<file path="src/source/mem_cfg_pkg.sv">
package mem_cfg_pkg;

    // cache line carried on both sides of the front end
    localparam int line_width = 128;

    // cache byte address
    localparam int mem_addr_width = 27;

    // application port address, counted in half-words
    localparam int app_addr_width = 27;

    // one full cache line
    typedef logic [line_width-1:0] line_t;

    // byte address as seen by the cache
    typedef logic [mem_addr_width-1:0] mem_addr_t;

    // half-word address driven to the memory controller
    typedef logic [app_addr_width-1:0] app_addr_t;

endpackage : mem_cfg_pkg

</file>
<file path="src/source/ddr_app_pkg.sv">
package ddr_app_pkg;

    // command field of the controller application port
    typedef logic [2:0] app_cmd_t;

    localparam app_cmd_t cmd_write = 3'b000;
    localparam app_cmd_t cmd_read  = 3'b001;

    // request sequencer states
    typedef enum logic [2:0] {
        calib,
        idle,
        // write with command and data both outstanding
        issue_cmd_wdata,
        // command outstanding, read or the rest of a write
        issue_cmd,
        // write data outstanding
        issue_wdata,
        wait_rdata
    } seq_state_t;

endpackage : ddr_app_pkg

</file>
<file path="src/source/mem_ctrl_fsm.sv">
`timescale 1ns/10ps

module mem_ctrl_fsm (
    input  logic clk,
    input  logic rst,
    input  logic i_req,
    input  logic i_wr_en,
    input  logic i_init_calib_complete,
    input  logic i_app_rdy,
    input  logic i_app_wdf_rdy,
    input  logic i_rd_done,
    output logic o_load,
    output logic o_rd_pending,
    output logic o_app_en,
    output logic o_app_wdf_wren,
    output logic o_ack
);
    import ddr_app_pkg::*;

    seq_state_t state;
    // request in flight is a write
    logic       wr_q;
    // write completion ack
    logic       ack_q;

    // take a new request only in idle and never in the ack cycle
    assign o_load = (state == idle) && i_req && !o_ack;

    assign o_rd_pending = (state == wait_rdata);

    // a read is acked in the same cycle as read-done, so o_rdata is already valid
    assign o_ack = ack_q || ((state == wait_rdata) && i_rd_done);

    always_ff @(posedge clk) begin
        if (rst) begin
            state          <= calib;
            wr_q           <= 1'b0;
            ack_q          <= 1'b0;
            o_app_en       <= 1'b0;
            o_app_wdf_wren <= 1'b0;
        end else begin
            ack_q <= 1'b0;
            case (state)
                calib: begin
                    if (i_init_calib_complete) begin
                        state <= idle;
                    end
                end
                idle: begin
                    if (o_load) begin
                        wr_q     <= i_wr_en;
                        o_app_en <= 1'b1;
                        if (i_wr_en) begin
                            o_app_wdf_wren <= 1'b1;
                            state          <= issue_cmd_wdata;
                        end else begin
                            state <= issue_cmd;
                        end
                    end
                end
                issue_cmd_wdata: begin
                    // both sides may be taken in one cycle or one at a time
                    if (i_app_rdy && i_app_wdf_rdy) begin
                        o_app_en       <= 1'b0;
                        o_app_wdf_wren <= 1'b0;
                        ack_q          <= 1'b1;
                        state          <= idle;
                    end else if (i_app_rdy) begin
                        o_app_en <= 1'b0;
                        state    <= issue_wdata;
                    end else if (i_app_wdf_rdy) begin
                        o_app_wdf_wren <= 1'b0;
                        state          <= issue_cmd;
                    end
                end
                issue_cmd: begin
                    if (i_app_rdy) begin
                        o_app_en <= 1'b0;
                        if (wr_q) begin
                            ack_q <= 1'b1;
                            state <= idle;
                        end else begin
                            state <= wait_rdata;
                        end
                    end
                end
                issue_wdata: begin
                    if (i_app_wdf_rdy) begin
                        o_app_wdf_wren <= 1'b0;
                        ack_q          <= 1'b1;
                        state          <= idle;
                    end
                end
                wait_rdata: begin
                    if (i_rd_done) begin
                        state <= idle;
                    end
                end
                default: begin
                    o_app_en       <= 1'b0;
                    o_app_wdf_wren <= 1'b0;
                    state          <= idle;
                end
            endcase
        end
    end

    // nothing reaches the controller before calibration has finished
    a_no_cmd_in_calib: assert property (
        @(posedge clk) disable iff (rst)
        (state == calib) |-> !o_app_en
    );

endmodule : mem_ctrl_fsm

</file>
<file path="src/source/app_cmd_path.sv">
`timescale 1ns/10ps

module app_cmd_path (
    input  logic                   clk,
    input  logic                   rst,
    input  logic                   i_load,
    input  logic                   i_wr_en,
    input  mem_cfg_pkg::mem_addr_t i_addr,
    input  mem_cfg_pkg::line_t     i_wdata,
    input  logic                   i_app_en,
    input  logic                   i_app_rdy,
    output ddr_app_pkg::app_cmd_t  o_app_cmd,
    output mem_cfg_pkg::app_addr_t o_app_addr,
    output mem_cfg_pkg::line_t     o_app_wdf_data
);
    import mem_cfg_pkg::*;
    import ddr_app_pkg::*;

    // byte address to half-word units, zero-extended
    app_addr_t addr_hw;

    assign addr_hw = app_addr_t'(i_addr >> 1);

    always_ff @(posedge clk) begin
        if (rst) begin
            o_app_cmd  <= cmd_write;
            o_app_addr <= '0;
        end else if (i_load) begin
            o_app_cmd  <= i_wr_en ? cmd_write : cmd_read;
            o_app_addr <= addr_hw;
        end
    end

    // write line only changes on a new request
    always_ff @(posedge clk) begin
        if (i_load) begin
            o_app_wdf_data <= i_wdata;
        end
    end

    // command must not move while the controller is stalling it
    a_cmd_stable: assert property (
        @(posedge clk) disable iff (rst)
        (i_app_en && !i_app_rdy) |=> ($stable(o_app_cmd) && $stable(o_app_addr))
    );

endmodule : app_cmd_path

</file>
<file path="src/source/rd_resp_path.sv">
`timescale 1ns/10ps

module rd_resp_path (
    input  logic               clk,
    input  logic               rst,
    input  logic               i_rd_pending,
    input  mem_cfg_pkg::line_t i_app_rd_data,
    input  logic               i_app_rd_data_valid,
    output mem_cfg_pkg::line_t o_rdata,
    output logic               o_rd_done
);
    import mem_cfg_pkg::*;

    // last line returned by the controller
    line_t rdata_q;

    assign o_rdata = rdata_q;

    // holds until the next read beat
    always_ff @(posedge clk) begin
        if (i_app_rd_data_valid) begin
            rdata_q <= i_app_rd_data;
        end
    end

    // completion pulse one cycle after the beat
    always_ff @(posedge clk) begin
        if (rst) begin
            o_rd_done <= 1'b0;
        end else begin
            o_rd_done <= i_app_rd_data_valid && i_rd_pending;
        end
    end

    // controller only returns data for a read we issued
    a_valid_when_pending: assert property (
        @(posedge clk) disable iff (rst)
        i_app_rd_data_valid |-> i_rd_pending
    );

endmodule : rd_resp_path

</file>
<file path="src/source/main_mem_ddr.sv">
`timescale 1ns/10ps

module main_mem_ddr (
    input  logic                   clk,
    input  logic                   rst,

    // cache side
    input  logic                   i_req,
    input  logic                   i_wr_en,
    input  mem_cfg_pkg::mem_addr_t i_addr,
    input  mem_cfg_pkg::line_t     i_wdata,
    output logic                   o_ack,
    output mem_cfg_pkg::line_t     o_rdata,

    // memory controller application port
    input  logic                   i_init_calib_complete,
    input  logic                   i_app_rdy,
    input  logic                   i_app_wdf_rdy,
    input  mem_cfg_pkg::line_t     i_app_rd_data,
    input  logic                   i_app_rd_data_valid,
    output logic                   o_app_en,
    output ddr_app_pkg::app_cmd_t  o_app_cmd,
    output mem_cfg_pkg::app_addr_t o_app_addr,
    output logic                   o_app_wdf_wren,
    output logic                   o_app_wdf_end,
    output mem_cfg_pkg::line_t     o_app_wdf_data
);

    logic load;
    logic rd_pending;
    logic rd_done;

    // single-beat line writes, so end of data always goes with the enable
    assign o_app_wdf_end = o_app_wdf_wren;

    mem_ctrl_fsm u_fsm (
        .clk                   (clk),
        .rst                   (rst),
        .i_req                 (i_req),
        .i_wr_en               (i_wr_en),
        .i_init_calib_complete (i_init_calib_complete),
        .i_app_rdy             (i_app_rdy),
        .i_app_wdf_rdy         (i_app_wdf_rdy),
        .i_rd_done             (rd_done),
        .o_load                (load),
        .o_rd_pending          (rd_pending),
        .o_app_en              (o_app_en),
        .o_app_wdf_wren        (o_app_wdf_wren),
        .o_ack                 (o_ack)
    );

    app_cmd_path u_cmd (
        .clk            (clk),
        .rst            (rst),
        .i_load         (load),
        .i_wr_en        (i_wr_en),
        .i_addr         (i_addr),
        .i_wdata        (i_wdata),
        .i_app_en       (o_app_en),
        .i_app_rdy      (i_app_rdy),
        .o_app_cmd      (o_app_cmd),
        .o_app_addr     (o_app_addr),
        .o_app_wdf_data (o_app_wdf_data)
    );

    rd_resp_path u_rd (
        .clk                 (clk),
        .rst                 (rst),
        .i_rd_pending        (rd_pending),
        .i_app_rd_data       (i_app_rd_data),
        .i_app_rd_data_valid (i_app_rd_data_valid),
        .o_rdata             (o_rdata),
        .o_rd_done           (rd_done)
    );

endmodule : main_mem_ddr

</file>
<file path="config.mk">
export PLATFORM = sky130hd
export DESIGN_NAME = main_mem_ddr
export DESIGN_NICKNAME = d
export VERILOG_FILES = /design/src/source/mem_cfg_pkg.sv /design/src/source/ddr_app_pkg.sv /design/src/source/mem_ctrl_fsm.sv /design/src/source/app_cmd_path.sv /design/src/source/rd_resp_path.sv /design/src/source/main_mem_ddr.sv
export SDC_FILE = /design/constraint.sdc
export NUM_CORES = 1
export LEC_CHECK = 0
export BUFFER_PORTS_ARGS = -buffer_cell sky130_fd_sc_hd__buf_2
export CAP_MARGIN = 20
export CORE_AREA = 2 2 228 230
export DETAILED_ROUTE_END_ITERATION = 7
export DIE_AREA = 0 0 230 232
export GPL_ROUTABILITY_DRIVEN = 0
export PLACE_DENSITY = 0.38
export SETUP_SLACK_MARGIN = 0.05
export SYNTH_ARGS = -nofsm -noshare
export SYNTH_HDL_FRONTEND = slang
export SYNTH_SLANG_ARGS = --single-unit
</file>
<file path="constraint.sdc">
create_clock -name clk -period 7.45 [get_ports clk]
set_clock_uncertainty 0.15 [all_clocks]
set_input_delay 0.3725 -clock clk [delete_from_list [all_inputs] [get_ports clk]]
set_output_delay 0.3725 -clock clk [all_outputs]
set_load 0.02 [all_outputs]
</file>
==> results of run 1 <==
[cell usage in the layout (no fill, tap or decap), types with 3 or more instances in the layout]
cell type / instances
buf_4: 4
bufinv_16: 3
dfxtp_1: 35
clkbuf_16: 38
dlygate4sd3_1: 283
nand2_1: 59
conb_1: 3
clkinv_2: 4
a21oi_1: 31
edfxtp_1: 256
nand2b_1: 5
clkbuf_1: 11
buf_2: 575
mux2i_1: 3
nor3b_1: 3
clkinv_1: 4
inv_1: 4
nor2_1: 5
[metrics by stage]
stage	worst slack [ns]	utilization [%]	std cells
after CTS	4.51	33.1	2036
after floorplan	4.54	-	447
final	4.59	33.1	2036
after global routing	4.34	33.1	2036
after global placement	4.55	25.3	1690
after detailed placement	4.52	25.3	1690
[critical path: stages, from the launching register on]
cell	delay (ns)
dfxtp_1	0.56
nor3b_2	0.30
nand2b_1	0.09
buf_4	0.25
inv_6	0.23
buf_4	0.84
[cell type report]
type / count / area, µm² / share of cell area [%]
timing repair buffer: 863 / 5750 / 34.1
sequential: 291 / 8390 / 49.7
clock buffer: 49 / 992 / 5.88
tap: 680 / 851 / 5.04
clock inverter: 14 / 159 / 0.942
multi-input combinational: 134 / 703 / 4.17
inverter: 5 / 23.8 / 0.141
[power groups by stage]
stage	registers, µW	clock network [µW]	logic (µW)
6_report	1970	1730	608
5_1_grt	1980	1860	652
4_1_cts	1970	1800	620
3_5_place_dp	2000	0	497
3_3_place_gp	2000	0	497
2_1_floorplan	2160	0	87.4
[cell families (layout without fill, tap and decap cells)]
family	Yosys count	in the layout	share of synthesized area [%]
DFF	291	291	91.0
and+or+nand+nor	86	86	4.59
AOI/OAI and AO/OA	42	42	2.59
buffers and inverters	22	931	1.43
muxes	3	3	0.326
other	1	3	0.0407
[registers in the layout (all words and copies together), names as in the netlist]
name / count
u_cmd.o_app_addr: 26
u_cmd.o_app_cmd: 1
u_cmd.o_app_wdf_data: 128
u_fsm.ack_q: 1
u_fsm.o_app_en: 1
u_fsm.o_app_wdf_wren: 1
u_fsm.state: 3
u_fsm.wr_q: 1
u_rd.o_rd_done: 1
u_rd.o_rdata: 128
[worst max path at each step]
stage                              start                        end  cells past startpoint  slack [ns]
after floorplan           u_fsm.state[2]    u_cmd.o_app_wdf_data[0]                      4        4.54
after global placement    u_fsm.state[0]   u_cmd.o_app_wdf_data[19]                      5        4.55
after detailed placement  u_fsm.state[0]   u_cmd.o_app_wdf_data[55]                      5        4.52
after CTS                 u_fsm.state[0]   u_cmd.o_app_wdf_data[91]                      5        4.51
after global routing      u_fsm.state[0]  u_cmd.o_app_wdf_data[119]                      5        4.34
final                     u_fsm.state[0]   u_cmd.o_app_wdf_data[13]                      5        4.59
[per-layer routing]
layer / vias to the layer above / wire length (µm)
li1: 3458 / -
met1: 3473 / 12600
met2: 341 / 16000
met3: 61 / 3010
met4: 6 / 847
met5: - / 40
[repair_timing]
item	CTS	global route
gates resized for setup	0	0
endpoints found under the hold margin	284	0
hold buffers	283	0
==> impl_metrics.csv, run 1 <==
group,metric,value,unit
outcome,status,"complete, no violations",
route,avgViaCountPerCell,3.60,
synth,syn_inst,445,
floorplan,num_io_pins,581,
global_routing,use_met3,4.64,%
route,dr_total_vias,7339,
worst_hold_path,worstHoldStart,"i_app_wdf_rdy",
power,p_leak,0.00705,µW
floorplan,die-area,0.0534,mm²
timing,clock.fmax,0.350,GHz
global_routing,use_met2,20.0,%
global_routing,met1_usage,13.2,%
timing,rsz0062_at_grt,"no",
timing,post-route-period-util,38.4,%
floorplan,die_y,232,µm
floorplan,coreArea,0.0509,mm²
critical_path,worstSetupPathType,"flip-flop to flip-flop",
synth,yosysMostFrequentCell,"edfxtp_1",
power,p_clk_share,40.1,%
power,power,4300,µW
clock_network,clk_pin_slew,0.06,ns
power,power.internal,3220,µW
clock_network,clock-sinks,291,
power,power_density,255,mW/mm²
power,p_comb_share,14.1,%
synth,yosys_warnings,0,
finish,drive_gt1_share,46.8,%
synth,synth-async-reset-ratio,0,%
finish,n_fill_cell,5119,
timing,setup_viol,0,
critical_path,ff2ff_path_depth,5,
flow_run,max_cap_viol_count,0,
critical_path,worstPathRequired,7.44,ns
timing,hold_viol_final,0,
worst_hold_path,min_to,"u_fsm.ack_q",
synth,ys.flop_type,"edfxtp_1",
synth,ys_seq_area_share,91.0,%
synth,syn-cell-area,0.00922,mm²
floorplan,dieWidth,230,µm
route,drt-wirelength-per-cell,16.0,µm
route,drtIter0Drc,252,
critical_path,regToRegSetupSlack,4.59,ns
synth,synth_edf_count,256,
global_routing,overflow,0,
global_routing,busiest_layer,"met2",
critical_path,rr_startpoint,"u_fsm.state[0]",
placed_design,io_buffer_count,576,
synth,netlist_top_cells_area,"edfxtp_1 (83%), dfxtp_1 (7.6%), nand2_1 (2.4%), a21oi_1 (1.7%), buf_4 (0.65%)",
power,seqPwrFrac,45.7,%
placed_design,hpwlAfterDp,23100,µm
clock_network,htreeDepth,2,
synth,synth_top_area_cell,"edfxtp_1",
power,vdd_drop_max,0.000159,V
clock_network,cts_made_buffers,37,
synth,synth_top_area_share,83.4,%
timing,min_period,2.86,ns
synth,synth_seq_cells,291,
clock_network,clockRootBuffer,"clkbuf_16",
timing,final_max_slew_viol_count,0,
clock_network,cts_tree,"built",
timing,tightest_slew,1.07,ns
critical_path,cp_max_fo,78,
finish,num_antenna_cells,0,
global_routing,antenna_found_initial,4,
critical_path,cp.arrival,2.85,ns
worst_hold_path,hold_path_class,"input port to flip-flop",
route,ant_nets,0,
power,p_sw_share,25.2,%
critical_path,cp-start-kind,"flip-flop",
global_routing,grt_pass1_wl,47000,µm
floorplan,start_util,18.1,%
timing,slew_headroom,28.6,%
timing,whs,0.0527,ns
power,switching_power,1080,µW
clock_network,cts_setup_buffers,0,
global_routing,gr-usage-all-layers,11.7,%
synth,synthTopCellsByCount,"edfxtp_1 (256), nand2_1 (59), dfxtp_1 (35)",
route,wl,32500,µm
clock_network,clock_path_buffers,3,
critical_path,end_kind,"flip-flop",
route,drc,0,
global_routing,grt_pass1_vias,7826,
clock_network,clock_latency,0.53,ns
finish,fin_area,0.0169,mm²
synth,ys_types,33,
route,first_pass_iters,4,
global_routing,grt_max_degree,79,
placed_design,placedInstanceArea,0.0129,mm²
finish,area_growth,83.1,%
worst_hold_path,hold_depth,3,
timing,fin_tns_setup,0,ns
floorplan,num_rows,83,
finish,final_nets,1623,
synth,syn_avg_cell_area,20.7,µm²
critical_path,rr_endpoint,"u_cmd.o_app_wdf_data[13]",
No activity file was read; power rests on OpenSTA's default activity.
==> run 2, diff against run 1 <==
==> constraint.sdc (replaced) <==
create_clock -name clk -period 2.7 [get_ports clk]
set_clock_uncertainty 0.15 [all_clocks]
set_input_delay 0.135 -clock clk [delete_from_list [all_inputs] [get_ports clk]]
set_output_delay 0.135 -clock clk [all_outputs]
set_load 0.02 [all_outputs]
==> run 2 against run 1 <==
Compared with the run above:
- die area did not move
- largest cell class unchanged
- non-clock buffer count rose by 21
- sequential power rose to 2.8 times the previous value
- sequential share of layout area fell by 0.49 points
- critical path type unchanged
- fmax rose by 18%
- cell count rose by 0.88%
- global-route usage rose by 0.13 points
- register-to-register slack got worse by 4.3 ns
==> impl_metrics.csv, run 2 (same netlist as run 1, synthesis figures left out) <==
group,metric,value,unit
worst_hold_path,hold_path_class,"input port to flip-flop",
clock_network,clk_pin_slew,0.06,ns
critical_path,cp_max_fo,41,
global_routing,overflow,0,
power,p_sw_share,25.1,%
clock_network,cts_made_buffers,35,
critical_path,end_kind,"flip-flop",
flow_run,max_cap_viol_count,0,
route,drt-wirelength-per-cell,16.0,µm
floorplan,dieWidth,230,µm
worst_hold_path,min_to,"u_cmd.o_app_wdf_data[107]",
route,wl,32800,µm
global_routing,grt_pass1_vias,7860,
route,avgViaCountPerCell,3.61,
power,seqPwrFrac,46.2,%
route,dr_total_vias,7419,
critical_path,worstPathRequired,3.01,ns
route,first_pass_iters,4,
timing,final_max_slew_viol_count,0,
finish,drive_gt1_share,46.6,%
global_routing,antenna_found_initial,1,
finish,area_growth,84.9,%
power,p_clk_share,39.0,%
timing,slew_headroom,52.4,%
clock_network,cts_tree,"built",
route,drc,0,
floorplan,start_util,18.1,%
outcome,status,"complete, no violations",
clock_network,htreeDepth,2,
route,drtIter0Drc,298,
finish,final_common_cell,"buf_2",
floorplan,num_io_pins,581,
finish,num_antenna_cells,0,
timing,fin_tns_setup,0,ns
global_routing,gr-usage-all-layers,11.8,%
timing,tightest_slew,0.715,ns
floorplan,num_rows,83,
global_routing,grt_max_degree,53,
critical_path,rr_startpoint,"u_fsm.state[0]",
power,power_density,689,mW/mm²
power,p_leak,0.00713,µW
clock_network,clock-sinks,291,
timing,post-route-period-util,89.7,%
finish,multi_input_area,703,µm²
finish,fin_util,33.5,%
power,p_comb_share,14.8,%
critical_path,cp-start-kind,"flip-flop",
finish,final_nets,1642,
critical_path,regToRegSetupSlack,0.28,ns
critical_path,rr_endpoint,"u_cmd.o_app_addr[9]",
power,power.internal,8790,µW
power,vdd_drop_max,0.000482,V
floorplan,coreArea,0.0509,mm²
critical_path,cp.arrival,2.74,ns
timing,hold_viol_final,0,
timing,min_period,2.42,ns
route,ant_nets,0,
timing,rsz0062_at_grt,"no",
critical_path,ff2ff_path_depth,7,
finish,layout_common_cells,"buf_2 (575), dlygate4sd3_1 (297), edfxtp_1 (256)",
floorplan,die_y,232,µm
finish,register_area,0.00839,mm²
timing,clock.fmax,0.413,GHz
clock_network,clock_path_buffers,3,
placed_design,io_buffer_count,576,
floorplan,die-area,0.0534,mm²
power,switching_power,2940,µW
worst_hold_path,hold_depth,2,
critical_path,worstSetupPathType,"flip-flop to flip-flop",
worst_hold_path,worstHoldStart,"i_wdata[107]",
clock_network,clockRootBuffer,"clkbuf_16",
finish,n_fill_cell,5087,
timing,setup_viol,0,
clock_network,cts_setup_buffers,0,
clock_network,clock_latency,0.52,ns
global_routing,grt_pass1_wl,47700,µm
placed_design,hpwlAfterDp,23500,µm
[run 2: changes by cell type in the layout (fill, tap and decap cells not counted)]
cell / before / now
buf_12: 0 / 3
clkbuf_16: 38 / 36
dlygate4sd3_1: 283 / 297
dfxtp_2: 0 / 2
dfxtp_1: 35 / 33
clkinv_2: 4 / 3
buf_4: 4 / 8
clkbuf_1: 11 / 12
inv_6: 2 / 1
[run 2: worst max path at each step]
stage / startpoint / to / slack (ns) / cells after the start
floorplan: u_fsm.state[2] / u_cmd.o_app_wdf_data[0] / 0.47 / 4
global placement: u_fsm.state[0] / u_cmd.o_app_wdf_data[83] / 0.52 / 4
finish: u_fsm.state[0] / u_cmd.o_app_addr[9] / 0.28 / 7
detailed placement: u_fsm.state[0] / u_cmd.o_app_wdf_data[83] / 0.49 / 4
CTS: u_fsm.state[0] / u_cmd.o_app_addr[9] / 0.07 / 7
global route: u_fsm.state[0] / u_cmd.o_app_addr[13] / 0.09 / 7
[run 2: worst max-delay path, stage by stage, from the launching register on]
cell and delay, ns:
dfxtp_2 0.45, nor3b_2 0.29, nand2b_1 0.15, clkinv_4 0.27
buf_12 0.26, nand2_1 0.08, a21oi_1 0.12, dlygate4sd3_1 0.56
[run 2: timing repair]
item / CTS / global route
hold buffers: 297 / 0
hold endpoints to repair: 337 / 0
resized for setup: 0 / 3
setup endpoints to repair: 0 / 5
[run 2: per-stage QoR]
stage / total power (µW) / hold WS, ns / worst slack, ns / cell area, µm² / cells
after global routing: 12200 / 0.137 / 0.0915 / 17000 / 2054
final: 11700 / 0.160 / 0.279 / 17000 / 2054
after global placement: 6910 / 0.162 / 0.518 / 13000 / 1697
after detailed placement: 6920 / 0.163 / 0.491 / 13000 / 1697
after CTS: 12000 / 0.119 / 0.0663 / 17000 / 2054
after floorplan: 6200 / 0.0839 / 0.472 / 9230 / 447
[run 2: routing by layer]
layer	track usage, %	vias up	share of wire, %
li1	-	3495	-
met1	13.2	3487	38
met2	20.8	370	50
met3	4.09	67	9.2
met4	4.40	0	3.0
met5	0	-	0
[run 2: cell type report]
cell class                 instances  area share (%)
clock buffer                      48            5.55
clock inverter                    12           0.852
inverter                           5           0.140
multi-input combinational        134            4.13
sequential                       291            49.2
tap                              680            4.99
timing repair buffer             884            35.1
[run 2: power groups by stage]
stage	logic [µW]	registers (µW)	clock network, µW
4_1_cts	1760	5420	4770
5_1_grt	1860	5460	4930
2_1_floorplan	242	5960	0
6_report	1730	5420	4580
3_5_place_dp	1400	5520	0
3_3_place_gp	1400	5510	0
